`config.mk`:
```
export PLATFORM = sky130hd
export DESIGN_NAME = rvHazard
export DESIGN_NICKNAME = d
export VERILOG_FILES = /design/src/verilog/rvHazard.sv
export SDC_FILE = /design/constraint.sdc
export NUM_CORES = 1
export LEC_CHECK = 0
export ABC_CLOCK_PERIOD_IN_PS = 3410
export BUFFER_PORTS_ARGS = -buffer_cell sky130_fd_sc_hd__buf_2
export CAP_MARGIN = 40
export CORE_AREA = 3 3 40 42
export DETAILED_ROUTE_END_ITERATION = 8
export DIE_AREA = 0 0 43 45
export PLACE_DENSITY = 0.45
export SLEW_MARGIN = 10
export SYNTH_ARGS = -nofsm -noshare
export SYNTH_HDL_FRONTEND = slang
export SYNTH_SLANG_ARGS = --single-unit
export TNS_END_PERCENT = 10
```
`constraint.sdc`:
```
create_clock -name vclk -period 3.41
set_input_delay 0.682 -clock vclk [all_inputs]
set_output_delay 0.682 -clock vclk [all_outputs]
set_load 0.01 [all_outputs]
```
`src/verilog/rvHazard.sv`:
```
//**************************************************************************
// Pipeline hazard control
// Writeback to execute forwarding, squash of the fetch behind a redirect,
// and the stall while an I/O store waits for a credit
//**************************************************************************
`timescale 1ns/1ps

module rvHazard
   (input  logic [4:0] rs1,
    input  logic [4:0] rs2,
    input  logic [4:0] wbRd,
    input  logic       wbWrite,
    input  logic       redirect,
    input  logic       ioBlocked,
    output logic       fwdA,
    output logic       fwdB,
    output logic       squash,
    output logic       stall);

   logic wbLive;

   // x0 writes never forward
   assign wbLive = wbWrite && (wbRd != 5'd0);

   assign fwdA = wbLive && (wbRd == rs1);
   assign fwdB = wbLive && (wbRd == rs2);

   // Whole front end holds until a credit returns
   assign stall = ioBlocked;

   // A held instruction cannot redirect yet
   assign squash = redirect && !stall;

endmodule

```
==> impl_results.md <==
* Slowest-stage cell, CP: or4_1
* Most frequent cells in the layout: buf_2, xnor2_1, xor2_1
* # rows at 13
* WHS Path Cells at 2
* Slew at the pin with the worst max-slew slack at 0.260 ns
* Post-CTS setup buffers at 0
* Grt met3 use at less than 1%
* Mapped Area at about 140 um2
* First-pass GRT wire length at 717 um
* Resized cells post-CTS at 0
* Most common cell after layout, fill and taps aside: buf_2
* Detailed-route via count at 190
* CTS Hold Bufs at 0
* Critical path class: in -> out
* Min cycle time layout at around 2.4 ns
* Ant. Diodes at 0
* Critical Path Fanout Max at 3
* Sw Pwr at 0.0117 mW
* Core Util, Final at between 20% and 30%
* Final WS setup at 1.05 ns
* Final non-filler cell area at around 260 um2
* Pint at around 0.016 mW
* Dpl ws at between 1 and 1.5 ns
* Gpl congestion at 0.644
* Post-Syn Nets at 36
* Mean Syn Cell Area at around 7.6 um2
* # fillers at around 150
* Die area at 1940 um2
* F_max at ~0.42 GHz
* Final #Nets at between 50 and 60
* Gr ovfl total at 0
* Placed cells at 54
* Final slew viol count at 0
* Number of port buffers at 22
* Crit path required time at approximately 2.7 ns
* Biggest cell delay along the critical path at 0.52 ns
* Sink of the worst hold path: stall
* Via density at around 3.5
* 1st-pass router iterations at 2
* Max-cap violations at 0
* Core Box Area at ~1300 um2
* Met1 usage at between 7 and 8%
* Clock network power share at 0%
* Clkbuf count at 0
* Share of cells above drive strength 1 at between 50% and 60%
* WL per Instance at roughly 8.5 um
* Pin count of the biggest net entering global routing at 4
* Fin. Hold Viols at 0
* Critical path capture point type: output pin
* Synth warnings at 0
* Die Wd at around 43 um
* CP startpoint kind: primary input
* Crit share post-route at 69.4%
* Synthesized netlist cell count at 18
* Leakage at about 0.13 nW
* Seq Cell Count at 0
* Register Area at 0 um2
* Post-Route Setup TNS at 0 ns
* RSZ-0062 raised after global routing: no
* Final ANT Viol Nets at 0
* Worst hold path class: in -> out
* Pwr Density at 107 nW/um2
* Hold Crit Start: ioBlocked
* Status: completed
* Met2 usage at between 6 and 7%
* Vert. Die Dim at between 40 and 50 um
* # DRC at 0
* Count of cell types in the netlist at 8
* Vias in the first global route at 179
* Sequential area share after synthesis at 0%
* Final setup fails at 0
* 1st-iter DRT viols at 1
* Critical path, cell by cell: buf_2, or4_1, nor2_1, nor4_1, buf_2
* Placed inst area at around 260 um2
* Cell mode on critical path: buf_2
* Initial antenna violation count at 0
* Gate power share at 100.0%
* Drt total wl at approximately 460 um
* Initial core utilization at 10.7%
* GR peak layer: met1
* Layout area overhead at 88.2%
* VDD IR max at between 0.02 and 0.03 mV
* Ports at 22
* Sequential Power Share at 0%
* Switch share at between 40% and 50%
* CP arrival at around 1.7 ns
* Final cell count without fillers at between 50 and 60
* Slew headroom at between 80% and 90%
* Total GRT Usage at under 10%
[synthesized netlist by cell type (all sizes together)]
master  count  area, um2
xnor2       6       52.6
xor2        4       35.0
nand4       2       12.5
nor4        2       12.5
buf         1       7.51
nor2        1       3.75
nor2b       1       6.26
or4         1       7.51
[logic make-up after synthesis]
| logic type | after synthesis | synth area share, % |
|---|---|---|
| xor gates and xnor gates | 10 | 63.6 |
| buffers and inverters | 1 | 5.46 |
| and+or+nand+nor | 7 | 30.9 |
[worst max-delay path, delay by kind of cell]
| kind | cells | cell delay, ns |
|---|---|---|
| simple gates | 3 | 0.74 |
| buf+inv | 2 | 0.26 |
[how the worst max path moves through the flow]
| stage | from | endpoint |
|---|---|---|
| floorplan | wbRd[1] | fwdA |
| global route | wbRd[1] | fwdB |
| CTS | wbRd[1] | fwdB |
| detailed placement | wbRd[1] | fwdB |
| global placement | wbRd[1] | fwdB |
| finish | wbRd[1] | fwdB |
[power groups by stage]
stage	Sequential [mW]	Clock [mW]	Combinational, mW
detailed placement	0	0	0.0281
CTS	0	0	0.0283
global route	0	0	0.0310
global placement	0	0	0.0281
floorplan	0	0	0.0126
finish	0	0	0.0276
[stage by stage]
| step | power (mW) | hold WS (ns) |
|---|---|---|
| detailed placement | 0.0281 | 1.57 |
| floorplan | 0.0126 | 1.41 |
| CTS | 0.0283 | 1.57 |
| global placement | 0.0281 | 1.56 |
| finish | 0.0276 | 1.57 |
| global route | 0.0310 | 1.57 |
[layout make-up]
class | count | area (um2) | area share, %
timing repair buffer | 22 | 110 | 42.5
tap | 15 | 18.8 | 7.25
multi-input combinational | 17 | 130 | 50.2
[metal layers]
layer  vias up  share of wire (%)
met4         0                  0
met5         -                  0
met2        11                 43
met1        74                 47
li1        105                  -
met3         0                9.4
Note: power is estimated with default switching activity, not from simulation.
