### src/verilog/rvRegFile.sv
//**************************************************************************
// Integer register file
// 32 registers, two combinational reads, one write per clock, x0 is zero
//**************************************************************************
`timescale 1ns/1ps

module rvRegFile
   (input  logic        clk,
    input  logic [4:0]  ra1,
    input  logic [4:0]  ra2,
    input  logic [4:0]  wa,
    input  logic        we,
    input  logic [31:0] wd,
    output logic [31:0] rd1,
    output logic [31:0] rd2);

   logic [31:0] regs [32];

   always_ff @(posedge clk)
   begin
      if (we && wa != 5'd0)
         regs[wa] <= wd;
   end

   assign rd1 = (ra1 == 5'd0) ? 32'd0 : regs[ra1];
   assign rd2 = (ra2 == 5'd0) ? 32'd0 : regs[ra2];

endmodule

### config.mk
export PLATFORM = sky130hd
export DESIGN_NAME = rvRegFile
export DESIGN_NICKNAME = d
export VERILOG_FILES = /design/src/verilog/rvRegFile.sv
export SDC_FILE = /design/constraint.sdc
export NUM_CORES = 1
export LEC_CHECK = 0
export ABC_AREA = 1
export BUFFER_PORTS_ARGS = -buffer_cell sky130_fd_sc_hd__buf_2
export CAP_MARGIN = 10
export CELL_PAD_IN_SITES_DETAIL_PLACEMENT = 2
export CELL_PAD_IN_SITES_GLOBAL_PLACEMENT = 2
export CORE_AREA = 5 5 422 424
export CTS_CLUSTER_SIZE = 14
export DETAILED_ROUTE_END_ITERATION = 12
export DIE_AREA = 0 0 427 429
export PLACE_DENSITY_LB_ADDON = 0.1
export SLEW_MARGIN = 25
export SYNTH_ARGS = -nofsm -noshare
export SYNTH_HDL_FRONTEND = slang
export SYNTH_SLANG_ARGS = --single-unit
### constraint.sdc
create_clock -name clk -period 2.35 [get_ports clk]
set_input_delay 0.1175 -clock clk [delete_from_list [all_inputs] [get_ports clk]]
set_output_delay 0.1175 -clock clk [all_outputs]
set_load 0.05 [all_outputs]
==> flow_metrics.py <==
metrics = {
    "cts": {
        "cts_tree": "done",
        "cts.sinks": 1024,
        "cts_made_buffers": 135,
        "clockBufferDepth": 3,
        "cts_max_level": 4,
        "clkSlewWorstSetupHoldPaths_ns": 0.06,
        "cts_root_buf": "clkbuf_16",
    },
    "drt": {
        "num_vias": 46700,
        "first_pass_iters": 5,
        "drtIter0Drc": 3245,
        "postRouteAntennaNets": 0,
        "wirelength_mm": 259.4,
        "drcViolationCount": 0,
        "vias_per_cell": 5.386,
        "drt-wirelength-per-cell_um": 29.92,
    },
    "hold_path": {
        "min_from": "wa[1]",
        "hold_class": "primary input to register",
        "min_to": "regs[2][7]$_DFFE_PP_",
        "hold_depth": 4,
    },
    "sta": {
        "worst_pin_slew_ns": 0.7685,
        "period_needed_ns": 2.324,
        "fin_tns_setup_ns": 0,
        "setup_viol": 0,
        "slew_viol_final": 0,
        "worst_slack_ns": 0.02595,
        "finalCritPeriodShare": 0.9890,
        "finalHoldViolations": 0,
        "slew-limit-headroom": 0.4871,
        "rsz0062_at_grt": "yes",
        "fmax_mhz": 430.3,
    },
    "power_and_ir_drop": {
        "pwr-share-seq": 0.429,
        "p_leak_nw": 25.23,
        "pwr_density_cell_mw_per_mm2": 736.1,
        "p_sw_frac": 0.2740,
        "power_frac_comb": 0.143,
        "clockPowerShare": 0.428,
        "switching_power_mw": 13.11,
        "p_int_mw": 34.73,
        "peakVddDrop_v": 0.0007246,
    },
    "final_layout": {
        "area_growth_pct": 25.72,
        "reg_top3": "regs: 1024 flops",
        "fin_cells": 8671,
        "layout-drive-gt1-share": 0.1583,
        "fillers": 18910,
        "largest-register": "regs",
        "final_nets": 6296,
        "largest_register_ffs": 1024,
    },
    "critical_path": {
        "worstSetupPathType": "register to primary output",
        "path_buf_inv": 2,
        "crit_family": "compound AO/OA/AOI/OAI gates",
        "cp.arrival_ns": 2.21,
        "crit_start": "regs[10][0]$_DFFE_PP_",
        "critPathMaxFanout": 2,
        "crit_path_start_kind": "register",
        "critPathSlowestCell": "edfxtp_1",
        "critPathMaxStageDelay_ns": 0.41,
        "critical_path_required_ns": 2.23,
        "cp_common_cell": "nor2_2",
        "cp.depth": 8,
        "cp-end-kind": "primary output",
        "worstPathCellList": "o21ai_0, o21ai_1, a21oi_1, nor2_2, nor2_2, nor2_4, buf_6, buf_12",
    },
    "synthesis": {
        "ys_seq_area_frac": 0.5949,
        "synth_area_mm2": 0.05169,
        "synthCells": 5972,
        "ys_warn_count": 0,
        "synth_seq_cells": 1024,
        "ys_types": 23,
        "avgSynthCellArea_um2": 8.655,
    },
    "floorplan": {
        "core_mm2": 0.1734,
        "rows": 153,
        "initial_core_util": 0.2980,
        "io_pins": 113,
        "fp.dieArea_mm2": 0.1832,
        "die_w_um": 427,
        "die_h_um": 429,
    },
    "grt": {
        "overflow": 0,
        "grt_max_degree": 65,
        "grt_pass1_vias": 49930,
        "grt_pass1_wl_mm": 369.5,
        "grt_usage": 0.2787,
        "grt_antenna_before_repair": 8,
    },
    "placement": {
        "place_congestion": 0.7867,
        "dp.cells": 8399,
        "post-place-ws_ns": 0.04392,
        "numPortBuffers": 112,
        "dpl.hpwl_mm": 157.9,
    },
    "outcome": {
        "status": "finished clean",
    },
    "run": {
        "maxCapViolations": 0,
    },
}
[cell families (layout without fill, tap and decap cells)]
| kind of cell | Yosys count | in the layout | share of synthesized area |
|---|---|---|---|
| AND/OR/NAND/NOR | 3767 | 3767 | 0.2963 |
| buffers and inverters | 558 | 897 | 0.04716 |
| AO/OA/AOI/OAI | 622 | 622 | 0.06158 |
| flip-flops | 1024 | 1024 | 0.5949 |
| other | 1 | 36 | 0.00007255 |
[through the flow]
stage	utilization	instance area [µm²]	hold slack, ns	total power, mW
global placement	0.3392	58840	0.6563	27.17
finish	0.3747	64980	0.07367	47.83
global route	0.3746	64980	0.07999	49.50
detailed placement	0.3392	58840	0.6588	27.26
CTS	0.3696	64110	0.007690	48.14
floorplan	-	51800	0.2164	23.94
[metal layers]
metal  wire, µm  vias to the layer above  GRT usage
li1           -                    20690          -
met5         14                        -          0
met2     125500                     1018     0.4717
met3       9528                      353    0.03418
met1     115700                    24640     0.3715
met4       8661                        4    0.08922
[synthesized netlist by cell type]
| master | count | area share |
|---|---|---|
| o211ai_1 | 21 | 0.0031 |
| buf_8 | 1 | 0.00029 |
| inv_2 | 3 | 0.00022 |
| inv_1 | 128 | 0.0093 |
| inv_4 | 1 | 0.00012 |
| nor3_1 | 1 | 0.000097 |
| buf_6 | 11 | 0.0024 |
| buf_2 | 155 | 0.015 |
| conb_1 | 1 | 0.000073 |
| buf_1 | 65 | 0.0047 |
| nand2_1 | 2119 | 0.15 |
| nand3_2 | 1 | 0.00019 |
| a21oi_1 | 169 | 0.016 |
| and3_1 | 8 | 0.00097 |
| buf_4 | 14 | 0.0020 |
| o21ai_1 | 53 | 0.0051 |
| clkbuf_1 | 180 | 0.013 |
| nor2_1 | 723 | 0.053 |
| nor2_2 | 1 | 0.00012 |
| nand3_1 | 914 | 0.089 |
| o21ai_0 | 365 | 0.035 |
| edfxtp_1 | 1024 | 0.59 |
| o22ai_1 | 14 | 0.0017 |
[cell type report]
class | count | area, µm² | area share
well taps | 2325 | 2909 | 0.04477
repair buffers | 533 | 6452 | 0.09930
multi-input cells | 4421 | 20080 | 0.3090
clock inverters | 61 | 550.5 | 0.008472
inverters | 132 | 546.8 | 0.008414
flip-flops and latches | 1024 | 30750 | 0.4732
clock buffers | 171 | 3684 | 0.05669
diodes | 4 | 10.01 | 0.0001540
[power by group through the flow]
stage	clock network (mW)	logic [mW]	registers, mW
floorplan	0	3.09	20.8
finish	20.5	6.85	20.5
global placement	0	6.30	20.9
detailed placement	0	6.38	20.9
CTS	20.9	6.72	20.5
global route	21.7	7.29	20.5
[tightest hold or removal path: stages]
cell and delay (ns):
buf_2 0.11, nand3_1 0.17, nor2_4 0.07, buf_12 0.17
[layout by cell type, fill, tap and decap left out, types with 28 or more instances in the layout]
| cell type | Yosys | routed |
|---|---|---|
| inv_1 | 128 | 122 |
| clkbuf_1 | 180 | 28 |
| buf_12 | 0 | 174 |
| nor2_2 | 1 | 74 |
| nor2_4 | 0 | 88 |
| buf_2 | 155 | 40 |
| clkinv_1 | 0 | 30 |
| nor2_1 | 723 | 562 |
| conb_1 | 1 | 32 |
| buf_4 | 14 | 231 |
| nand3_1 | 914 | 851 |
| a21oi_1 | 169 | 143 |
| nand3_2 | 1 | 62 |
| nand2_1 | 2119 | 2056 |
| edfxtp_1 | 1024 | 1024 |
| clkbuf_16 | 0 | 143 |
| nand2_2 | 0 | 61 |
| o21ai_0 | 365 | 307 |
| dlygate4sd3_1 | 0 | 34 |
| o21ai_1 | 53 | 106 |
[how the worst max path moves through the flow]
stage          slack, ns                    end
6_report            0.03                 rd2[0]
5_1_grt            -0.10                rd2[12]
4_1_cts            -0.11                 rd2[1]
3_5_place_dp        0.04                rd2[14]
3_3_place_gp        0.07                rd2[14]
2_1_floorplan       0.16  regs[26][0]$_DFFE_PP_
[repair_timing]
action                      CTS  global route
resized for setup           241           265
hold endpoints to repair   1028             0
pin swaps                    85           178
buffers inserted              5            18
setup endpoints to repair    55            61
hold buffers                 34             0
Power figures use the tool's default switching activity.
