<file path="config.mk">
export PLATFORM = sky130hd
export DESIGN_NAME = rvDecoder
export DESIGN_NICKNAME = d
export VERILOG_FILES = /design/src/verilog/rvCorePkg.sv /design/src/verilog/rvDecoder.sv
export SDC_FILE = /design/constraint.sdc
export NUM_CORES = 1
export LEC_CHECK = 0
export BUFFER_PORTS_ARGS = -buffer_cell sky130_fd_sc_hd__buf_2
export CAP_MARGIN = 30
export CORE_ASPECT_RATIO = 0.75
export CORE_MARGIN = 2
export CORE_UTILIZATION = 36
export DETAILED_ROUTE_END_ITERATION = 12
export PLACE_DENSITY_LB_ADDON = 0.25
export SLEW_MARGIN = 30
export SYNTH_ARGS = -nofsm -noshare
export SYNTH_HDL_FRONTEND = slang
export SYNTH_SLANG_ARGS = --single-unit
</file>
<file path="constraint.sdc">
create_clock -name vclk -period 2.19
set_input_delay 0.3285 -clock vclk [all_inputs]
set_output_delay 0.3285 -clock vclk [all_outputs]
set_load 0.01 [all_outputs]
</file>
<file path="src/verilog/rvCorePkg.sv">
//**************************************************************************
// RV32I core definitions
// Opcodes, ALU and writeback encodings, and the packed bundles that
// travel between the decoder, the pipeline registers and the ports
//**************************************************************************

package rvCorePkg;

   localparam logic [6:0] opOp     = 7'b0110011;
   localparam logic [6:0] opOpImm  = 7'b0010011;
   localparam logic [6:0] opLui    = 7'b0110111;
   localparam logic [6:0] opAuipc  = 7'b0010111;
   localparam logic [6:0] opJal    = 7'b1101111;
   localparam logic [6:0] opJalr   = 7'b1100111;
   localparam logic [6:0] opBranch = 7'b1100011;
   localparam logic [6:0] opLoad   = 7'b0000011;
   localparam logic [6:0] opStore  = 7'b0100011;

   // addi x0, x0, 0
   localparam logic [31:0] nopInst = 32'h0000_0013;

   // Address bit 31 selects the I/O region
   localparam logic [31:0] ioBase = 32'h8000_0000;

   typedef enum logic [3:0] {
      aluAdd, aluSub, aluSll, aluSlt, aluSltu, aluXor,
      aluSrl, aluSra, aluOr, aluAnd, aluPassB
   } aluOp_t;

   typedef enum logic [1:0] {wbAlu, wbLoad, wbLink} wbSel_t;

   typedef enum logic [1:0] {srcReg, srcPc, srcZero} srcA_t;

   typedef struct packed {
      aluOp_t      aluOp;
      srcA_t       aluSrcA;
      logic        aluSrcB;   // 1 selects the immediate
      logic        regWrite;
      wbSel_t      wbSel;
      logic        isBranch;
      logic        isJal;
      logic        isJalr;
      logic        memRead;
      logic        memWrite;
      logic [2:0]  funct3;
      logic [4:0]  rd;
      logic [31:0] imm;
   } ctrl_t;

   typedef struct packed {
      logic        regWrite;
      wbSel_t      wbSel;
      logic        memRead;
      logic [2:0]  funct3;
      logic [1:0]  addrLo;
      logic [4:0]  rd;
      logic [31:0] result;
      logic [31:0] link;
   } wbReg_t;

   typedef struct packed {
      logic        we;
      logic [11:0] addr;   // word address
      logic [31:0] data;
   } progWrite_t;

   typedef struct packed {
      logic        valid;
      logic [3:0]  port;
      logic [31:0] data;
   } ioTx_t;

endpackage
</file>
<file path="src/verilog/rvDecoder.sv">
//**************************************************************************
// RV32I instruction decoder
// Splits the instruction word, builds the immediate and produces the
// control bundle for the execute stage
//**************************************************************************
`timescale 1ns/1ps

module rvDecoder
   (input  logic [31:0]     inst,
    output rvCorePkg::ctrl_t ctrl,
    output logic [4:0]      rs1,
    output logic [4:0]      rs2);

   import rvCorePkg::*;

   logic [6:0]  opcode;
   logic [2:0]  funct3;
   logic [6:0]  funct7;
   logic [31:0] immI;
   logic [31:0] immS;
   logic [31:0] immB;
   logic [31:0] immU;
   logic [31:0] immJ;
   aluOp_t      arithOp;

   assign opcode = inst[6:0];
   assign funct3 = inst[14:12];
   assign funct7 = inst[31:25];
   assign rs1    = inst[19:15];
   assign rs2    = inst[24:20];

   assign immI = {{20{inst[31]}}, inst[31:20]};
   assign immS = {{20{inst[31]}}, inst[31:25], inst[11:7]};
   assign immB = {{19{inst[31]}}, inst[31], inst[7], inst[30:25], inst[11:8], 1'b0};
   assign immU = {inst[31:12], 12'b0};
   assign immJ = {{11{inst[31]}}, inst[31], inst[19:12], inst[20], inst[30:21], 1'b0};

   // Shared by register and immediate arithmetic
   always_comb
   begin
      case (funct3)
         3'b000:  arithOp = (opcode == opOp && funct7[5]) ? aluSub : aluAdd;
         3'b001:  arithOp = aluSll;
         3'b010:  arithOp = aluSlt;
         3'b011:  arithOp = aluSltu;
         3'b100:  arithOp = aluXor;
         3'b101:  arithOp = funct7[5] ? aluSra : aluSrl;
         3'b110:  arithOp = aluOr;
         default: arithOp = aluAnd;
      endcase
   end

   always_comb
   begin
      ctrl         = '0;
      ctrl.aluOp   = aluAdd;
      ctrl.aluSrcA = srcReg;
      ctrl.wbSel   = wbAlu;
      ctrl.funct3  = funct3;
      ctrl.rd      = inst[11:7];
      ctrl.imm     = immI;
      case (opcode)
         opOp:
         begin
            ctrl.aluOp    = arithOp;
            ctrl.regWrite = 1'b1;
         end
         opOpImm:
         begin
            ctrl.aluOp    = arithOp;
            ctrl.aluSrcB  = 1'b1;
            ctrl.regWrite = 1'b1;
         end
         opLui, opAuipc:
         begin
            ctrl.aluSrcA  = (opcode == opLui) ? srcZero : srcPc;
            ctrl.aluSrcB  = 1'b1;
            ctrl.regWrite = 1'b1;
            ctrl.imm      = immU;
         end
         opJal, opJalr:
         begin
            ctrl.isJal    = (opcode == opJal);
            ctrl.isJalr   = (opcode == opJalr);
            ctrl.aluSrcB  = 1'b1;
            ctrl.regWrite = 1'b1;
            ctrl.wbSel    = wbLink;
            ctrl.imm      = (opcode == opJal) ? immJ : immI;
         end
         opBranch:
         begin
            ctrl.aluOp    = aluSub;
            ctrl.isBranch = 1'b1;
            ctrl.imm      = immB;
         end
         opLoad:
         begin
            ctrl.aluSrcB  = 1'b1;
            ctrl.regWrite = 1'b1;
            ctrl.wbSel    = wbLoad;
            ctrl.memRead  = 1'b1;
         end
         opStore:
         begin
            ctrl.aluSrcB  = 1'b1;
            ctrl.memWrite = 1'b1;
            ctrl.imm      = immS;
         end
         // Unknown opcodes behave as a NOP
         default: ctrl.aluOp = aluPassB;
      endcase
   end

endmodule

</file>
==> metrics.txt <==
clock buffers=0; Adder-Cell Fraction of Synth Area=0; most frequent cells in the layout=97 x buf_2, 12 x a21o_1, 9 x mux2_2, 8 x nor2_1, 8 x nor2b_1; Worst Setup SP=inst[4]; MaxCap Viol Count=0; CTS hold repair buffers=0; Nets=233; slew margin rel.=0.762; Die Area=2860 um^2; placed instance area=1270 um^2; via count=1170; Pre-antenna DRT Iters=4; DR WL/cell=12.3 um; hpwl dp=2.37 mm; simple-gate share of the synthesized area=0.337; largest family of logic cells by synthesized area=simple AND/OR/NAND/NOR gates; Startpoint Class=input pin; # Post-CTS Setup Buffers=0; area of the multi-input gates=681 um^2; Post-Synth XOR/XNOR Area=0; setup TNS=0 ps; commonest non-fill, non-tap cell in the layout=buf_2; P_leak=0.718 nW; Die Wd=61.1 um; YS warnings=0; # resized after CTS=0; Netlist cell types=41; Tcrit/Tclk final=0.949; initial DRC count=50; Antenna Nets Post-Route=0; logic gate share of total power=1.000; Cell Int Power=107 uW; Die H=46.8 um; Post-Route WL=2.86 mm; Antenna Cells=0; area of the core=2310 um^2; All-Layer GR Usage=0.181; part of the power in registers=0; seq_cells=0; FF/Latch Area=0 um^2; sw frac=0.531; io pins=97; # setup viols final=0; Mapped Area=881 um^2; status=finished clean; CP Capture Point=ctrl[16]; P per Cell Area=180 nW/um^2; Synth Area per Inst=7.16 um^2; Worst setup EP type=output port; Req. time, crit path=1860 ps; layout cell share with drive strength beyond 1=0.588; vias per inst=5.02; DRC Markers=0; VDD IR max=0.0810 mV; syn_nets=155; Final Hold Viols=0; Initial Utilization=0.382; IO Port Bufs=97; fmax=0.481 GHz; largest net degree at the start of global routing=18; gpl congestion=0.772; Layout area overhead=44.0%; Congestion Overflow GR=0; cell count after synthesis=123; Hold WC Path Type=in -> out; CP Max Fanout=13; sequential share of the synthesized area=0; Slew Limit Fails=0; mux cell area share after synthesis=0.138; RSZ-0062 raised after global routing=false; Net Sw Power=121 uW; Tmin final=2080 ps; design area=1270 um^2; # fillers=230; initial antenna violation count=0; complex-gate fraction of the synthesized area=0.298; Fin Hold WS=852 ps; number of global-route vias before repair=929; WP data arrival=1750 ps; Clk network pwr share=0; kind of critical path=in -> out; row count=15; first-pass GRT wire length=4.15 mm; Tightest Pin Transition=355 ps
## stage by stage
step           setup WS, ps  instances  utilization  power (mW)
6_report                112        233        0.550       0.228
5_1_grt                30.4        233        0.550       0.249
4_1_cts                 106        233        0.550       0.229
3_5_place_dp            111        233        0.550       0.228
3_3_place_gp            165        233        0.550       0.223
2_1_floorplan           296        123            -       0.144
## critical path: stages
cell     delay (ps)
buf_2           190
or3b_1          440
a21oi_4         270
mux2_2          380
buf_2           140
## routing by layer
metal	vias to the layer above	track usage	wire, um
li1	589	-	-
met1	529	0.279	1310
met2	52	0.298	1370
met3	0	0	177
met4	0	0.00870	0
met5	-	0	0
## area by class of cell
type / instances / share of cell area
multi-input cells: 93 / 0.536
repair buffers: 104 / 0.424
well taps: 34 / 0.0335
inverters: 2 / 0.00592
## cells by family after synthesis
family          count (synthesis)
simple gates                   48
compound gates                 34
mux                            11
buf+inv                        30
## synthesized netlist by cell type (2+ instances only)
master	count	area, um^2
buf_4	19	143
a21o_1	12	90.1
mux2_2	9	101
nor2_1	8	30.0
nor2b_1	8	50.1
clkbuf_1	6	22.5
a21oi_1	4	20.0
a22o_1	4	35.0
nand2_1	4	15.0
nand3b_1	4	30.0
and3_1	3	18.8
nand2b_1	3	18.8
nor3_1	3	15.0
buf_6	2	22.5
inv_1	2	7.51
mux2i_1	2	20.0
nand3_1	2	10.0
nor3b_1	2	15.0
nor4b_1	2	17.5
o21ai_0	2	10.0
or3_1	2	12.5
## worst min-delay path by stage
stage             start  endpoint  slack [ps]  cells after the start
2_1_floorplan  inst[31]  ctrl[31]         750                      1
3_5_place_dp   inst[15]    rs1[0]         860                      2
4_1_cts        inst[15]    rs1[0]         850                      2
5_1_grt        inst[16]    rs1[1]         860                      2
3_3_place_gp   inst[18]    rs1[3]         850                      2
6_report       inst[15]    rs1[0]         850                      2
## power by group through the flow
stage                     combinational (mW)  sequential, mW  clock (mW)
final                                  0.228               0           0
after global routing                   0.249               0           0
after CTS                              0.229               0           0
after detailed placement               0.228               0           0
after global placement                 0.223               0           0
after floorplan                        0.144               0           0
Note: power is estimated with default switching activity, not from simulation.
