===== src/verilog/rvCorePkg.sv =====
//**************************************************************************
// RV32I core definitions
// Opcodes, ALU and writeback encodings, and the packed bundles that
// travel between the decoder, the pipeline registers and the ports
//**************************************************************************

package rvCorePkg;

   localparam logic [6:0] opOp     = 7'b0110011;
   localparam logic [6:0] opOpImm  = 7'b0010011;
   localparam logic [6:0] opLui    = 7'b0110111;
   localparam logic [6:0] opAuipc  = 7'b0010111;
   localparam logic [6:0] opJal    = 7'b1101111;
   localparam logic [6:0] opJalr   = 7'b1100111;
   localparam logic [6:0] opBranch = 7'b1100011;
   localparam logic [6:0] opLoad   = 7'b0000011;
   localparam logic [6:0] opStore  = 7'b0100011;

   // addi x0, x0, 0
   localparam logic [31:0] nopInst = 32'h0000_0013;

   // Address bit 31 selects the I/O region
   localparam logic [31:0] ioBase = 32'h8000_0000;

   typedef enum logic [3:0] {
      aluAdd, aluSub, aluSll, aluSlt, aluSltu, aluXor,
      aluSrl, aluSra, aluOr, aluAnd, aluPassB
   } aluOp_t;

   typedef enum logic [1:0] {wbAlu, wbLoad, wbLink} wbSel_t;

   typedef enum logic [1:0] {srcReg, srcPc, srcZero} srcA_t;

   typedef struct packed {
      aluOp_t      aluOp;
      srcA_t       aluSrcA;
      logic        aluSrcB;   // 1 selects the immediate
      logic        regWrite;
      wbSel_t      wbSel;
      logic        isBranch;
      logic        isJal;
      logic        isJalr;
      logic        memRead;
      logic        memWrite;
      logic [2:0]  funct3;
      logic [4:0]  rd;
      logic [31:0] imm;
   } ctrl_t;

   typedef struct packed {
      logic        regWrite;
      wbSel_t      wbSel;
      logic        memRead;
      logic [2:0]  funct3;
      logic [1:0]  addrLo;
      logic [4:0]  rd;
      logic [31:0] result;
      logic [31:0] link;
   } wbReg_t;

   typedef struct packed {
      logic        we;
      logic [11:0] addr;   // word address
      logic [31:0] data;
   } progWrite_t;

   typedef struct packed {
      logic        valid;
      logic [3:0]  port;
      logic [31:0] data;
   } ioTx_t;

endpackage

===== src/verilog/rvAlu.sv =====
//**************************************************************************
// RV32I ALU
// Arithmetic and logic result plus the branch condition of a against b
//**************************************************************************
`timescale 1ns/1ps

module rvAlu
   (input  logic [31:0]      a,
    input  logic [31:0]      b,
    input  rvCorePkg::aluOp_t op,
    input  logic [2:0]       funct3,
    output logic [31:0]      result,
    output logic             taken);

   import rvCorePkg::*;

   always_comb
   begin
      case (op)
         aluAdd:  result = a + b;
         aluSub:  result = a - b;
         aluSll:  result = a << b[4:0];
         aluSlt:  result = {31'b0, $signed(a) < $signed(b)};
         aluSltu: result = {31'b0, a < b};
         aluXor:  result = a ^ b;
         aluSrl:  result = a >> b[4:0];
         aluSra:  result = $unsigned($signed(a) >>> b[4:0]);
         aluOr:   result = a | b;
         aluAnd:  result = a & b;
         default: result = b;
      endcase
   end

   // Branch compare, valid only when the decoder flags a branch
   always_comb
   begin
      case (funct3)
         3'b000:  taken = (a == b);
         3'b001:  taken = (a != b);
         3'b100:  taken = $signed(a) < $signed(b);
         3'b101:  taken = $signed(a) >= $signed(b);
         3'b110:  taken = a < b;
         3'b111:  taken = a >= b;
         default: taken = 1'b0;
      endcase
   end

endmodule


===== config.mk =====
export PLATFORM = sky130hd
export DESIGN_NAME = rvAlu
export DESIGN_NICKNAME = d
export VERILOG_FILES = /design/src/verilog/rvCorePkg.sv /design/src/verilog/rvAlu.sv
export SDC_FILE = /design/constraint.sdc
export NUM_CORES = 1
export LEC_CHECK = 0
export BUFFER_PORTS_ARGS = -buffer_cell sky130_fd_sc_hd__buf_2
export CAP_MARGIN = 20
export CORE_UTILIZATION = 57
export DETAILED_ROUTE_END_ITERATION = 12
export PLACE_DENSITY = 0.92
export SETUP_SLACK_MARGIN = 0.5
export SYNTH_ARGS = -nofsm -noshare
export SYNTH_HDL_FRONTEND = slang
export SYNTH_SLANG_ARGS = --single-unit

===== constraint.sdc =====
create_clock -name vclk -period 2.9
set_input_delay 0 -clock vclk [all_inputs]
set_output_delay 0 -clock vclk [all_outputs]
set_load 0.03 [all_outputs]

==> summary.txt, run 1 <==
Yosys top cell by area: ha_1
proportion of synthesized chip area in sequential cells: 0
xor/xnor cell area share of the yosys netlist: 0.0215
largest family of logic cells by synthesized area: compound AO/OA/AOI/OAI gates
Cell Rows: 46
GR Overflow Total: 62
simple logic cell fraction of the synthesized area: 0.199
Starting Density: 0.588
Synth Cell Area: 9370 um2
dpl ws: -0.240 ns
Yosys top cell area share: 0.129
GR Util All Layers: 0.760
Die Ht: 130 um
most common cell in the synthesized netlist: nor2_1
Synth cell types: 83
Exit stage: 5_1_grt
outcome: did not finish
port bufs: 104
Synth Area in Compound Gates: 0.362
Synthesized Nets: 1,538
RD Place Congestion: 1.24
CTS hold repair buffers: 0
Syn. warnings: 0
Post-Syn Instances: 1,368
Die Wd: 130 um
top cells by count, synth: nor2_1 (152), a21oi_1 (143), nand2_1 (105), ha_1 (97), o21ai_0 (92)
Synth Area in Adders: 0.134
Synth area leaders: ha_1 (13%), mux4_2 (12%), a21oi_1 (7.6%)
mux contribution to synthesized area: 0.191
IO Pins: 104
pin count of the biggest net entering global routing: 71
vias in the first global route: 16,100
error msg: [ERROR GRT-0116] Global routing finished with congestion. Check the congestion regions in the DRC Viewer.
post-detail-place hpwl: 32,000 um
first-pass GRT wire length: 96,300 um
Syn Area/Cell: 6.85 um2
repair_timing:
| action | in CTS |
|---|---|
| gates cloned | 4 |
| resized for setup | 261 |
| pin swaps | 71 |
| buffers inserted | 40 |
| setup endpoints to repair | 29 |
cells by family after synthesis:
family	Yosys count
adders and majority gates	99
AOI/OAI and AO/OA	517
and+or+nand+nor	406
buffers and inverters	209
xor gates and xnor gates	23
muxes	114
per-layer routing:
| layer | overflow | GRT usage |
|---|---|---|
| met1 | 7 | 0.759 |
| met2 | 16 | 0.875 |
| met3 | 15 | 0.662 |
| met4 | 23 | 0.741 |
| met5 | 1 | 0.468 |
per-stage QoR:
stage	util	hold slack (ns)	instances	cell area (um2)
detailed placement	0.691	0.375	1709	11000
global placement	0.691	0.376	1709	11000
floorplan	-	0.127	1368	9730
CTS	0.785	0.333	1753	12500
==> inputs of run 2 (changes only) <==
Settings changed: CORE_UTILIZATION 57 to 40, PLACE_DENSITY 0.92 to unset, PLACE_DENSITY_LB_ADDON set to 0.15, SETUP_SLACK_MARGIN 0.5 to unset.
Clock period 2.9 ns to 3.77 ns, I/O delays scaled along.
==> run 2 against run 1 <==
The run now ends clean. Synthesized cell count did not move. Synthesized area did not move.
==> summary.txt, run 2 <==
CTS hold repair buffers: 0 (unchanged)
sequential cell count: 0
final core occ: 0.452
worst vdd ir: 0.0801 mV
drt via density: 6.79
Yosys top cell area share: 0.129 (unchanged)
Synth cell types: 83 (unchanged)
Area growth syn-to-layout: 9.77%
startpoint class of the critical path: primary input
drt wl/cell: 27.2 um
# resized after CTS: 0 (was 261)
Cell Rows: 55 (was 46)
first-pass GRT wire length: 69,600 um
RD Place Congestion: 1.05 (was 1.24)
vias post-DR: 11,800
commonest non-fill, non-tap cell in the layout: nor2_1
proportion of synthesized chip area in sequential cells: 0 (unchanged)
Max Slew Vio Count: 0
IO Pins: 104 (unchanged)
Final Hold Fails: 0
worst-path maximum fanout: 11
Die Wd: 155 um (was 130 um)
# setup viols final: 0
fillers: 2,451
maximum capacitance violations: 0
postcts setup bufs: 0 (was 40)
Fmax: 284 MHz
PwrDens: 174 nW/um2
DRC viols: 0
Synth Cell Area: 9370 um2 (unchanged)
DR pass1 iterations: 7
Syn Area/Cell: 6.85 um2 (unchanged)
port bufs: 104 (unchanged)
top cells by count, synth: nor2_1 (152), a21oi_1 (143), nand2_1 (105), ha_1 (97), o21ai_0 (92) (unchanged)
most common cell in the synthesized netlist: nor2_1 (unchanged)
vias in the first global route: 10,900
die area: 24,100 um2
outcome: completed (was did not finish)
Period Utilization, post-route: 0.935
RSZ-0062 raised after global routing: no
final WL: 47,100 um
layout cells sized above 1: 0.180
Tmin final: 3.52 ns
ANT nets after route: 0
Starting Density: 0.412 (was 0.588)
Synth area leaders: ha_1 (13%), mux4_2 (12%), a21oi_1 (7.6%) (unchanged)
CP endpoint kind: output pin
initial antenna violation count: 1
pin count of the biggest net entering global routing: 80
initial drt markers: 1,770
Slew HR: 0.298
Core ar.: 22,800 um2
register area: 0 um2
Leakage: 4.37 nW
most frequent cells in the layout: nor2_1 (152), a21oi_1 (143), nand2_1 (105)
Yosys top cell by area: ha_1 (unchanged)
GR Util All Layers: 0.381
GR Overflow Total: 0
Worst EP arrival: 3.52 ns
Post-Syn Instances: 1,368 (unchanged)
Synthesized Nets: 1,538 (unchanged)
WS Path Type: in2out
Nets: 1,591
Setup TNS: 0 ns
Die Ht: 155 um (was 130 um)
Req. time, crit path: 3.77 ns
Hold Worst Slack: 0.348 ns
post-detail-place hpwl: 37,000 um (was 32,000 um)
worst min path class: in2out
CLK BUF: 0
Worst-Margin Slew: 1.05 ns
Syn. warnings: 0 (unchanged)
run 2: through the flow:
stage / setup WS, ns / total power, mW / instances / cell area [um2]
after floorplan: 0.322 / 1.15 / 1368 / 9370
after global placement: 0.319 / 1.74 / 1732 / 10300
after detailed placement: 0.434 / 1.73 / 1732 / 10300
after CTS: 0.415 / 1.74 / 1732 / 10300
after global routing: 0.207 / 1.90 / 1732 / 10300
final: 0.246 / 1.79 / 1733 / 10300
run 2: cell type report:
| class | count | area (um2) | area share |
|---|---|---|---|
| diodes | 1 | 2.50 | 0.000243 |
| inverters | 93 | 349 | 0.0339 |
| well taps | 313 | 392 | 0.0381 |
| repair buffers | 167 | 1010 | 0.0982 |
| multi-input cells | 1159 | 8540 | 0.830 |
run 2: final timing paths:
kind,from,to,slack [ns],depth (start not counted)
setup / recovery,a[9],result[23],0.25,14
hold / removal,funct3[2],taken,0.35,3
run 2: per-layer routing:
layer | up-vias | wire [um] | global-route usage
met5 | - | 0 | 0
met4 | 0 | 1730 | 0.121
met1 | 5688 | 20100 | 0.552
met2 | 731 | 20400 | 0.583
met3 | 114 | 4820 | 0.0465
li1 | 5235 | - | -
run 2: cells by family (layout without fill, tap and decap cells):
| kind of cell | count (synthesis) | after routing | share of synthesized area |
|---|---|---|---|
| buffers and inverters | 209 | 260 | 0.0929 |
| AO/OA/AOI/OAI | 517 | 517 | 0.362 |
| multiplexers | 114 | 114 | 0.191 |
| AND/OR/NAND/NOR | 406 | 406 | 0.199 |
| adder cells (fa/ha/maj) | 99 | 99 | 0.134 |
| other | 0 | 1 | 0 |
| XOR/XNOR | 23 | 23 | 0.0215 |
run 2: worst max-delay path, cell delays in order:
cell,delay [ns]
buf_2,0.25
inv_1,0.16
ha_1,0.48
nor2_2,0.21
nand2_1,0.13
nor3_1,0.33
a21oi_1,0.22
o31ai_2,0.50
buf_4,0.21
and2_1,0.17
a21oi_1,0.08
o221ai_1,0.17
a2bb2oi_1,0.33
buf_2,0.26
run 2: where the power goes:
| part | switching [mW] | internal [mW] |
|---|---|---|
| Sequential | 0 | 0 |
| Clock | 0 | 0.0000000407 |
| Combinational | 1.17 | 0.621 |
Power figures use the tool's default switching activity.
